==> config.mk <==
export PLATFORM = sky130hd
export DESIGN_NAME = timer_periph
export DESIGN_NICKNAME = d
export VERILOG_FILES = /design/src/apb_pkg.sv /design/src/timer_pkg.sv /design/src/timer_channel.sv /design/src/timer_periph.sv /design/src/timer_regs.sv /design/src/timer_status.sv
export SDC_FILE = /design/constraint.sdc
export NUM_CORES = 2
export LEC_CHECK = 0
export ABC_AREA = 1
export ABC_CLOCK_PERIOD_IN_PS = 16300
export BUFFER_PORTS_ARGS = -buffer_cell sky130_fd_sc_hd__buf_2
export CAP_MARGIN = 40
export CORE_MARGIN = 3
export CORE_UTILIZATION = 45
export CTS_CLUSTER_SIZE = 28
export DETAILED_ROUTE_END_ITERATION = 10
export GPL_TIMING_DRIVEN = 0
export RECOVER_POWER = 50
export SETUP_SLACK_MARGIN = 0.3
export SLEW_MARGIN = 30
export SYNTH_ARGS = -nofsm -noshare
export SYNTH_HDL_FRONTEND = slang
export SYNTH_SLANG_ARGS = --single-unit
==> constraint.sdc <==
create_clock -name clk -period 16.3 [get_ports clk]
set_input_delay 1.63 -clock clk [delete_from_list [all_inputs] [get_ports clk]]
set_output_delay 1.63 -clock clk [all_outputs]
set_load 0.05 [all_outputs]
==> src/apb_pkg.sv <==
package apb_pkg;

    // bus widths
    parameter int apb_addr_w = 8;
    parameter int apb_data_w = 32;

    // slave side of one transfer
    typedef enum logic [1:0] {
        phase_idle,   // waiting for psel and penable
        phase_access, // transfer accepted, pready goes out next
        phase_done    // pready seen, wait for penable to drop
    } apb_phase_e;

endpackage

==> src/timer_pkg.sv <==
package timer_pkg;

    // each channel owns a 16 byte block starting at 0x00
    parameter int ch_stride = 16;

    // offsets inside a channel block
    parameter int off_ctrl  = 0;
    parameter int off_count = 4; // read only
    parameter int off_psc   = 8;
    parameter int off_arr   = 12;

    // global registers, above the last possible channel block
    parameter int addr_status = 'h80;
    parameter int addr_mask   = 'h84;

    // ctrl word fields
    parameter int ctrl_en_bit    = 0;
    parameter int ctrl_clear_bit = 1; // pulse only, reads back zero
    parameter int ctrl_mode_bit  = 2;

    typedef enum logic {
        mode_periodic = 1'b0,
        mode_oneshot  = 1'b1
    } timer_mode_e;

    parameter int default_num_ch = 4;

endpackage

==> src/timer_channel.sv <==
`timescale 1ns/1ps

module timer_channel (
    input  logic                   clk,
    input  logic                   reset,
    input  logic                   en,
    input  timer_pkg::timer_mode_e mode,
    input  logic                   clear,
    input  logic [31:0]            psc,
    input  logic [31:0]            arr,
    output logic [31:0]            count,
    output logic                   wrap
);
    import timer_pkg::*;

    logic [31:0] psc_cnt;
    logic        held;   // one-shot has fired
    logic        tick;
    logic        at_top;

    // >= so a smaller psc or arr written mid-run still ends the period
    assign tick   = en && (psc_cnt >= psc);
    assign at_top = count >= arr;

    always_ff @(posedge clk or posedge reset) begin
        if (reset) begin
            psc_cnt <= '0;
            count   <= '0;
            held    <= 1'b0;
            wrap    <= 1'b0;
        end else begin
            wrap <= 1'b0;
            if (clear) begin
                psc_cnt <= '0;
                count   <= '0;
                held    <= 1'b0;
            end else begin
                if (en) begin
                    psc_cnt <= tick ? '0 : psc_cnt + 32'd1;
                end
                if (mode == mode_periodic) begin
                    held <= 1'b0;
                end

                if (tick) begin
                    if (!at_top) begin
                        count <= count + 32'd1;
                    end else if (mode == mode_periodic) begin
                        count <= '0;
                        wrap  <= 1'b1;
                    end else if (!held) begin
                        count <= arr; // park at the top
                        held  <= 1'b1;
                        wrap  <= 1'b1;
                    end
                end
            end
        end
    end

    // once inside arr the count stays there while arr is unchanged
    a_count_bound: assert property (@(posedge clk) disable iff (reset)
        ($past(count <= arr) && $stable(arr)) |-> (count <= arr));

endmodule

==> src/timer_periph.sv <==
`timescale 1ns/1ps

module timer_periph #(
    parameter int NUM_CH = timer_pkg::default_num_ch
) (
    input  logic                           clk,
    input  logic                           reset,
    input  logic [apb_pkg::apb_addr_w-1:0] paddr,
    input  logic [apb_pkg::apb_data_w-1:0] pwdata,
    input  logic                           pwrite,
    input  logic                           psel,
    input  logic                           penable,
    output logic [apb_pkg::apb_data_w-1:0] prdata,
    output logic                           pready,
    output logic                           irq
);
    import timer_pkg::*;

    logic [NUM_CH-1:0] ch_en;
    timer_mode_e       ch_mode [NUM_CH];
    logic [NUM_CH-1:0] ch_clear;
    logic [31:0]       ch_psc [NUM_CH];
    logic [31:0]       ch_arr [NUM_CH];
    logic [31:0]       ch_count [NUM_CH];
    logic [NUM_CH-1:0] ch_wrap;
    logic [NUM_CH-1:0] status_clr;
    logic              mask_we;
    logic [NUM_CH-1:0] mask_wdata;
    logic [NUM_CH-1:0] status;
    logic [NUM_CH-1:0] mask;

    timer_regs #(.NUM_CH(NUM_CH)) i_regs (
        .clk        (clk),
        .reset      (reset),
        .paddr      (paddr),
        .pwdata     (pwdata),
        .pwrite     (pwrite),
        .psel       (psel),
        .penable    (penable),
        .prdata     (prdata),
        .pready     (pready),
        .ch_en      (ch_en),
        .ch_mode    (ch_mode),
        .ch_clear   (ch_clear),
        .ch_psc     (ch_psc),
        .ch_arr     (ch_arr),
        .ch_count   (ch_count),
        .status_clr (status_clr),
        .mask_we    (mask_we),
        .mask_wdata (mask_wdata),
        .status     (status),
        .mask       (mask)
    );

    for (genvar g = 0; g < NUM_CH; g++) begin : g_ch
        timer_channel i_channel (
            .clk   (clk),
            .reset (reset),
            .en    (ch_en[g]),
            .mode  (ch_mode[g]),
            .clear (ch_clear[g]),
            .psc   (ch_psc[g]),
            .arr   (ch_arr[g]),
            .count (ch_count[g]),
            .wrap  (ch_wrap[g])
        );
    end

    timer_status #(.NUM_CH(NUM_CH)) i_status (
        .clk        (clk),
        .reset      (reset),
        .wrap       (ch_wrap),
        .status_clr (status_clr),
        .mask_we    (mask_we),
        .mask_wdata (mask_wdata),
        .status     (status),
        .mask       (mask),
        .irq        (irq)
    );

endmodule

==> src/timer_regs.sv <==
`timescale 1ns/1ps

module timer_regs #(
    parameter int NUM_CH = timer_pkg::default_num_ch
) (
    input  logic                           clk,
    input  logic                           reset,
    input  logic [apb_pkg::apb_addr_w-1:0] paddr,
    input  logic [apb_pkg::apb_data_w-1:0] pwdata,
    input  logic                           pwrite,
    input  logic                           psel,
    input  logic                           penable,
    output logic [apb_pkg::apb_data_w-1:0] prdata,
    output logic                           pready,
    output logic [NUM_CH-1:0]              ch_en,
    output timer_pkg::timer_mode_e         ch_mode [NUM_CH],
    output logic [NUM_CH-1:0]              ch_clear,
    output logic [31:0]                    ch_psc [NUM_CH],
    output logic [31:0]                    ch_arr [NUM_CH],
    input  logic [31:0]                    ch_count [NUM_CH],
    output logic [NUM_CH-1:0]              status_clr,
    output logic                           mask_we,
    output logic [NUM_CH-1:0]              mask_wdata,
    input  logic [NUM_CH-1:0]              status,
    input  logic [NUM_CH-1:0]              mask
);
    import apb_pkg::*;
    import timer_pkg::*;

    apb_phase_e            phase;
    logic [apb_addr_w-1:0] sel_ch;
    logic [apb_addr_w-1:0] sel_off;
    logic                  ch_hit;
    logic                  wr_hit;
    logic [apb_data_w-1:0] rd_data;

    assign sel_ch  = paddr / apb_addr_w'(ch_stride);
    assign sel_off = paddr % apb_addr_w'(ch_stride);
    assign ch_hit  = int'(sel_ch) < NUM_CH;
    assign wr_hit  = (phase == phase_access) && pwrite;

    // global writes land on the same edge as pready
    assign status_clr = (wr_hit && int'(paddr) == addr_status) ? pwdata[NUM_CH-1:0] : '0;
    assign mask_we    = wr_hit && int'(paddr) == addr_mask;
    assign mask_wdata = pwdata[NUM_CH-1:0];

    always_comb begin
        rd_data = '0;
        if (int'(paddr) == addr_status) begin
            rd_data[NUM_CH-1:0] = status;
        end else if (int'(paddr) == addr_mask) begin
            rd_data[NUM_CH-1:0] = mask;
        end else if (ch_hit) begin
            for (int i = 0; i < NUM_CH; i++) begin
                if (int'(sel_ch) == i) begin
                    case (int'(sel_off))
                        off_ctrl: begin
                            rd_data[ctrl_en_bit]   = ch_en[i];
                            rd_data[ctrl_mode_bit] = (ch_mode[i] == mode_oneshot);
                        end
                        off_count: rd_data = ch_count[i];
                        off_psc:   rd_data = ch_psc[i];
                        off_arr:   rd_data = ch_arr[i];
                        default:   rd_data = '0; // hole inside the block
                    endcase
                end
            end
        end
    end

    always_ff @(posedge clk or posedge reset) begin
        if (reset) begin
            phase    <= phase_idle;
            pready   <= 1'b0;
            prdata   <= '0;
            ch_en    <= '0;
            ch_clear <= '0;
            for (int i = 0; i < NUM_CH; i++) begin
                ch_mode[i] <= mode_periodic;
                ch_psc[i]  <= '0;
                ch_arr[i]  <= '0;
            end
        end else begin
            pready   <= 1'b0;
            ch_clear <= '0; // clear lasts one cycle only
            case (phase)
                phase_idle: begin
                    if (psel && penable) phase <= phase_access;
                end
                phase_access: begin
                    pready <= 1'b1;
                    phase  <= phase_done;
                    if (!pwrite) prdata <= rd_data;
                    for (int i = 0; i < NUM_CH; i++) begin
                        if (pwrite && ch_hit && int'(sel_ch) == i) begin
                            case (int'(sel_off))
                                off_ctrl: begin
                                    ch_en[i]    <= pwdata[ctrl_en_bit];
                                    ch_mode[i]  <= timer_mode_e'(pwdata[ctrl_mode_bit]);
                                    ch_clear[i] <= pwdata[ctrl_clear_bit];
                                end
                                off_psc: ch_psc[i] <= pwdata;
                                off_arr: ch_arr[i] <= pwdata;
                                default: ; // count and holes ignore writes
                            endcase
                        end
                    end
                end
                phase_done: begin
                    if (!penable) phase <= phase_idle;
                end
                default: phase <= phase_idle;
            endcase
        end
    end

    a_pready_one_cycle: assert property (@(posedge clk) disable iff (reset)
        pready |=> !pready);

    // master must still hold psel when ready comes back
    a_pready_in_psel: assert property (@(posedge clk) disable iff (reset)
        pready |-> psel);

endmodule

==> src/timer_status.sv <==
`timescale 1ns/1ps

module timer_status #(
    parameter int NUM_CH = timer_pkg::default_num_ch
) (
    input  logic              clk,
    input  logic              reset,
    input  logic [NUM_CH-1:0] wrap,
    input  logic [NUM_CH-1:0] status_clr,
    input  logic              mask_we,
    input  logic [NUM_CH-1:0] mask_wdata,
    output logic [NUM_CH-1:0] status,
    output logic [NUM_CH-1:0] mask,
    output logic              irq
);

    always_ff @(posedge clk or posedge reset) begin
        if (reset) begin
            status <= '0;
        end else begin
            // a wrap in the same cycle beats the clear
            status <= (status & ~status_clr) | wrap;
        end
    end

    always_ff @(posedge clk or posedge reset) begin
        if (reset) begin
            mask <= '0;
        end else if (mask_we) begin
            mask <= mask_wdata;
        end
    end

    assign irq = |(status & mask);

    // irq only rises after a channel wrap or a mask write,
    // and never without a pending status bit
    a_irq_source: assert property (@(posedge clk) disable iff (reset)
        $rose(irq) |-> (status != '0) && $past(|wrap || mask_we));

endmodule

### After elaboration in Yosys (flattened, before gate mapping)

Index checks and enable logic that the tools add are counted.
Widths: inputs -> output; s select.

* register bits: 575
* input port bits: 45
* output and inout port bits: 34
* word-level logic and storage cells: 234

* add/sub/neg operators: 8
* order comparisons: 9
* eq/ne operators: 16
* muxes and demuxes: 115
* bitwise operators: 5
* reduce and logical (&&, ||, !) cells: 43

Operators by type and width (count)
* $mux 32: 40
* $pmux 29 s4: 3
* $add 32x1->32 const B: 8
* $ge 32x32->1: 8
* $pmux 29 s3: 1
* $mux 28: 2
* $mux 1: 50
* $pmux 1 s4: 11
* $reduce_and 3->1: 12
* $eq 8x8->1 const B: 2
* $logic_not 8->1: 2
* $mux 4: 4
* $ne 4x4->1 const B: 4
* $reduce_bool 2->1: 8
* $logic_and 1x1->1: 13
* $eq 4x3->1 const B: 3
* $reduce_and 2->1: 6
* $and 4x4->4: 2
* $eq 4x4->1 const B: 2
* $pmux 2 s3: 1
* $eq 4x2->1 const B: 1
* $lt 4x3->1 const B: 1
* $mux 2: 2
* $not 4->4: 1
* 9 further kinds: 9

### Depth between registers and ports, before layout

* word-level depth: 15
* depth in mapped cells: 19
* depth with buffers taken out: 18

### Modules after synthesis

From an unflattened synthesis, not the netlist that was laid out.

* cell total of the unflattened synthesis: 6093
* area, all modules: 41929.0 um^2

By module, submodules not included
* timer_channel: times used 4, cells each 1058, area each 6740.2 um^2, seq. area each 1651.6 um^2
* timer_regs: times used 1, cells each 1823, area each 14635.3 um^2, seq. area each 7582.3 um^2
* timer_status: times used 1, cells each 38, area each 332.8 um^2, seq. area each 200.2 um^2

### Worst setup path after synthesis

No wires, ideal clock.

* kind: input-to-reg
* from: in paddr[7] (netlist name)
* to: reg i_regs.ch_arr[8] (netlist name)
* library setup time: 0.131 ns
* data arrival time: 2.751 ns
* required time: 16.169 ns
* path slack: 13.418 ns
* stages on the path: 7
* path buffers: 1
* cells stage by stage: nor2_2 -> nand3_1 -> nor2_1 -> nand2_1 -> clkbuf_1 -> nand2_1 -> o21ai_0

* cells in the longest elaborated chain, start to end: 4
* elaborated cells between the ends (all ways): 5
* those cells by class: order compare (1); eq/ne (1); reduce/logical (3)

RTL lines
* start, declared: RTL line timer_periph.sv:8 `input logic [apb_pkg::apb_addr_w-1:0] paddr,`
* $lt 4x3->1: RTL line timer_regs.sv:39 `assign ch_hit = int'(sel_ch) < NUM_CH;`
* $logic_and 1x1->1: RTL line timer_regs.sv:95 `if (pwrite && ch_hit && int'(sel_ch) == i) begin`
* $logic_and 1x1->1 *: RTL line timer_regs.sv:95
* $reduce_and 3->1 (no line) *
* end signal, assigned by index: RTL line timer_regs.sv:103 `off_arr: ch_arr[i] <= pwdata;`
* end, declared: RTL line timer_regs.sv:19 `output logic [31:0] ch_arr [NUM_CH],`

Every way passes the cells marked *; elsewhere a longest branch is shown, timed or not.
A chain may end at the register's enable or synchronous reset.

==> results.cfg <==
[run_status]
outcome = finished with violations
failed_checks = max-capacitance violations, max-slew violations

[power]
seqPwrFrac_pct = 33.4
power_mw = 4.48
p_sw_mw = 1.68
p_int_mw = 2.80
clkPwrFrac_pct = 38.1
swShare_pct = 37.5
p_leak_nw = 21.4
power.density_mw_per_mm2 = 99.0
p_comb_share_pct = 28.5
ir_worst_vdd_v = 0.0000869

[global_routing]
grt_pass1_vias = 39216
grt-ovfl-total = 0
track_usage_pct = 37.8
grt_pass1_wl_mm = 262
grt_max_degree = 30
antenna_found_initial = 12

[finish]
drive_gt1_share_pct = 5.63
utilization_pct = 51.0
finalNonFillerCells = 7326
n_fill_cell = 9126
fin_nets = 6403
area_growth_pct = 11.9

[synth]
netlist_area_sq_mm = 0.0405
synth_top_cell_by_area = dfrtp_1
ys_ff_latch = 575
ys_async_sr_fraction_pct = 100
synthFlopType = dfrtp_1
synthesis.nets = 6200
synthTopCellsByCount = nand2_1, inv_1, dfrtp_1, nor2_1, o21ai_0
synthCells = 5891
synth_seq_area_share_pct = 35.6
syn_avg_cell_area_sq_um = 6.87
yosysWarnings = 0
netlist_top_cells_area = dfrtp_1, nand2_1, ha_1
ys_types = 44
synth_top_area_share_pct = 35.6
synth_edf_count = 0
yosysMostFrequentCell = nand2_1

[cts]
root_buffer = clkbuf_16
postCtsSetupBuffers = 0
htree_levels = 3
cts-resized-gates = 0
clock_latency_ns = 0.65
postCtsHoldBufs = 0
cts_max_path_buffers = 3
cts_buffers = 72
cts.sinks = 575
clk_pin_slew_worst_paths_ns = 0.06
cts_tree = done

[floorplan]
start_util_pct = 45.6
ios = 79
dieArea_sq_mm = 0.0936
dieWidth_um = 306
num_rows = 109
core-area_sq_mm = 0.0888
fp.dieH_um = 306

[worst_setup_path]
worst-path-max-fanout = 28
crit_chain = buf_2 > clkinvlp_2 > clkbuf_1 > clkbuf_1 > clkbuf_1 > clkbuf_1 > clkbuf_1
crit_path_start_kind = primary input
cp.required_ns = 16.80
slowest_stage = clkbuf_1
path_class = primary input to asynchronous set/reset pin
crit_top_cell = clkbuf_1
slowest_delay_ns = 1.24
critical_path.top_delay_family = buffers and inverters
critPathBufInv = 7
end_kind = asynchronous set/reset pin
arrival_ns = 7.84

[placement]
gp_congestion = 1.03
place_hpwl_mm = 144
dp_cells = 7184
post-place-ws_ns = 11.77
port_buffers = 78

[timing]
min_period_over_period_pct = 45.1
finalSetupTns_ns = 0
relSlewSlack_pct = -8.23
fin_worst_skew_ns = 0.0282
finalHoldViolCount = 0
setup_viol = 0
grt_setup_unrepaired = no
maxClockFrequency_ghz = 0.136
tightest_slew_ns = 1.62
worst_slack_ns = 8.95
period_needed_ns = 7.35
slew_violations = 226

[worst_hold_path]
hp-class = flip-flop to flip-flop

[detailed_routing]
postRouteAntennaNets = 0
wl_per_cell_um = 24.5
firstDrtPassIters = 8
drtIter0Drc = 4416
vias = 41687
drc = 0
drt-total-wl_mm = 180
avgViaCountPerCell = 5.69

[job]
drv_cap = 10
-- state kept, by name, indices dropped and copies added, names as in the netlist --
| name | cells |
|---|---|
| g_ch.i_channel.held | 4 |
| g_ch.i_channel.wrap | 4 |
| i_regs.ch_mode | 4 |
| i_regs.prdata | 32 |
| i_status.status | 4 |
| g_ch.i_channel.psc_cnt | 128 |
| g_ch.i_channel.count | 128 |
| i_regs.ch_psc | 128 |
| i_regs.pready | 1 |
| i_regs.ch_clear | 4 |
| i_regs.ch_en | 4 |
| i_status.mask | 4 |
| i_regs.ch_arr | 128 |
| i_regs.phase | 2 |
-- routing by layer --
metal / wire length, um / part of all wire, % / GRT usage, %
met2: 80300 / 45 / 60.1
met1: 72100 / 40 / 48.3
met3: 16900 / 9.4 / 8.86
met4: 10400 / 5.8 / 19.1
met5: 23 / 0.013 / 0
-- worst reg2reg max path, delay by kind of cell (launching register included) --
kind / cells / cell delay (ns)
fa+ha+maj: 1 / 0.28
compound gates: 1 / 0.09
buf+inv: 3 / 0.58
flops: 1 / 0.48
simple gates: 8 / 1.64
-- worst paths after layout --
| check | slack, ns | startpoint | end | depth (start not counted) |
|---|---|---|---|---|
| worst max-delay path | 8.95 | reset | g_ch[2].i_channel.psc_cnt[20] | 7 |
| worst min-delay path | 0.43 | i_regs.phase[0] | i_regs.phase[0] | 1 |
| worst max register to register | 13.10 | i_regs.ch_psc[124] | g_ch[0].i_channel.psc_cnt[3] | 13 |
| worst min register to register | 0.43 | i_regs.phase[0] | i_regs.phase[0] | 1 |
| max in group clk | 12.12 | paddr[1] | i_regs.prdata[10] | 11 |
| min in group asynchronous | 1.12 | reset | g_ch[1].i_channel.count[8] | 2 |
-- kinds of logic after synthesis --
kind of cell / after synthesis / synth area share [%]
AO/OA/AOI/OAI: 867 / 12.0
XOR/XNOR: 157 / 3.40
adder cells (fa/ha/maj): 264 / 8.16
buffers and inverters: 986 / 9.57
flip-flops: 575 / 35.6
AND/OR/NAND/NOR: 3042 / 31.3
-- layout by cell type, fill, tap and decap left out, types with 25 or more instances in the layout --
| cell type | n |
|---|---|
| a21oi_1 | 195 |
| buf_2 | 116 |
| clkbuf_1 | 179 |
| clkbuf_16 | 74 |
| dfrtp_1 | 575 |
| ha_1 | 264 |
| inv_1 | 743 |
| nand2_1 | 2006 |
| nand3_1 | 261 |
| nand4_1 | 186 |
| nor2_1 | 459 |
| nor3_1 | 50 |
| nor4_1 | 25 |
| o21ai_0 | 355 |
| o21ai_1 | 46 |
| o22ai_1 | 190 |
| xor2_1 | 134 |
-- area by class of cell --
class	instances	area (sq um)	area share, %
Inverter	758	2850	6.29
Multi-Input combinational cell	4330	22200	49.0
Buffer	228	1030	2.27
Sequential cell	575	14400	31.8
Timing Repair Buffer	129	871	1.92
Clock inverter	25	328	0.724
Tap cell	1165	1460	3.22
Antenna cell	11	27.5	0.0608
Clock buffer	105	2140	4.72
-- power groups by stage --
stage	clock network, mW	registers (mW)	logic (mW)
4_1_cts	1.72	1.50	1.27
6_report	1.71	1.50	1.28
3_3_place_gp	0	1.52	1.23
3_5_place_dp	0	1.52	1.26
5_1_grt	1.78	1.50	1.41
2_1_floorplan	0	1.51	0.868
-- stage by stage --
stage               hold slack (ns)  cell area, sq um
global route                  0.436             45300
detailed placement            0.420             43200
CTS                           0.428             45700
global placement              0.417             42300
floorplan                     0.408             40500
finish                        0.427             45300
(Power assumes the default switching activity.)
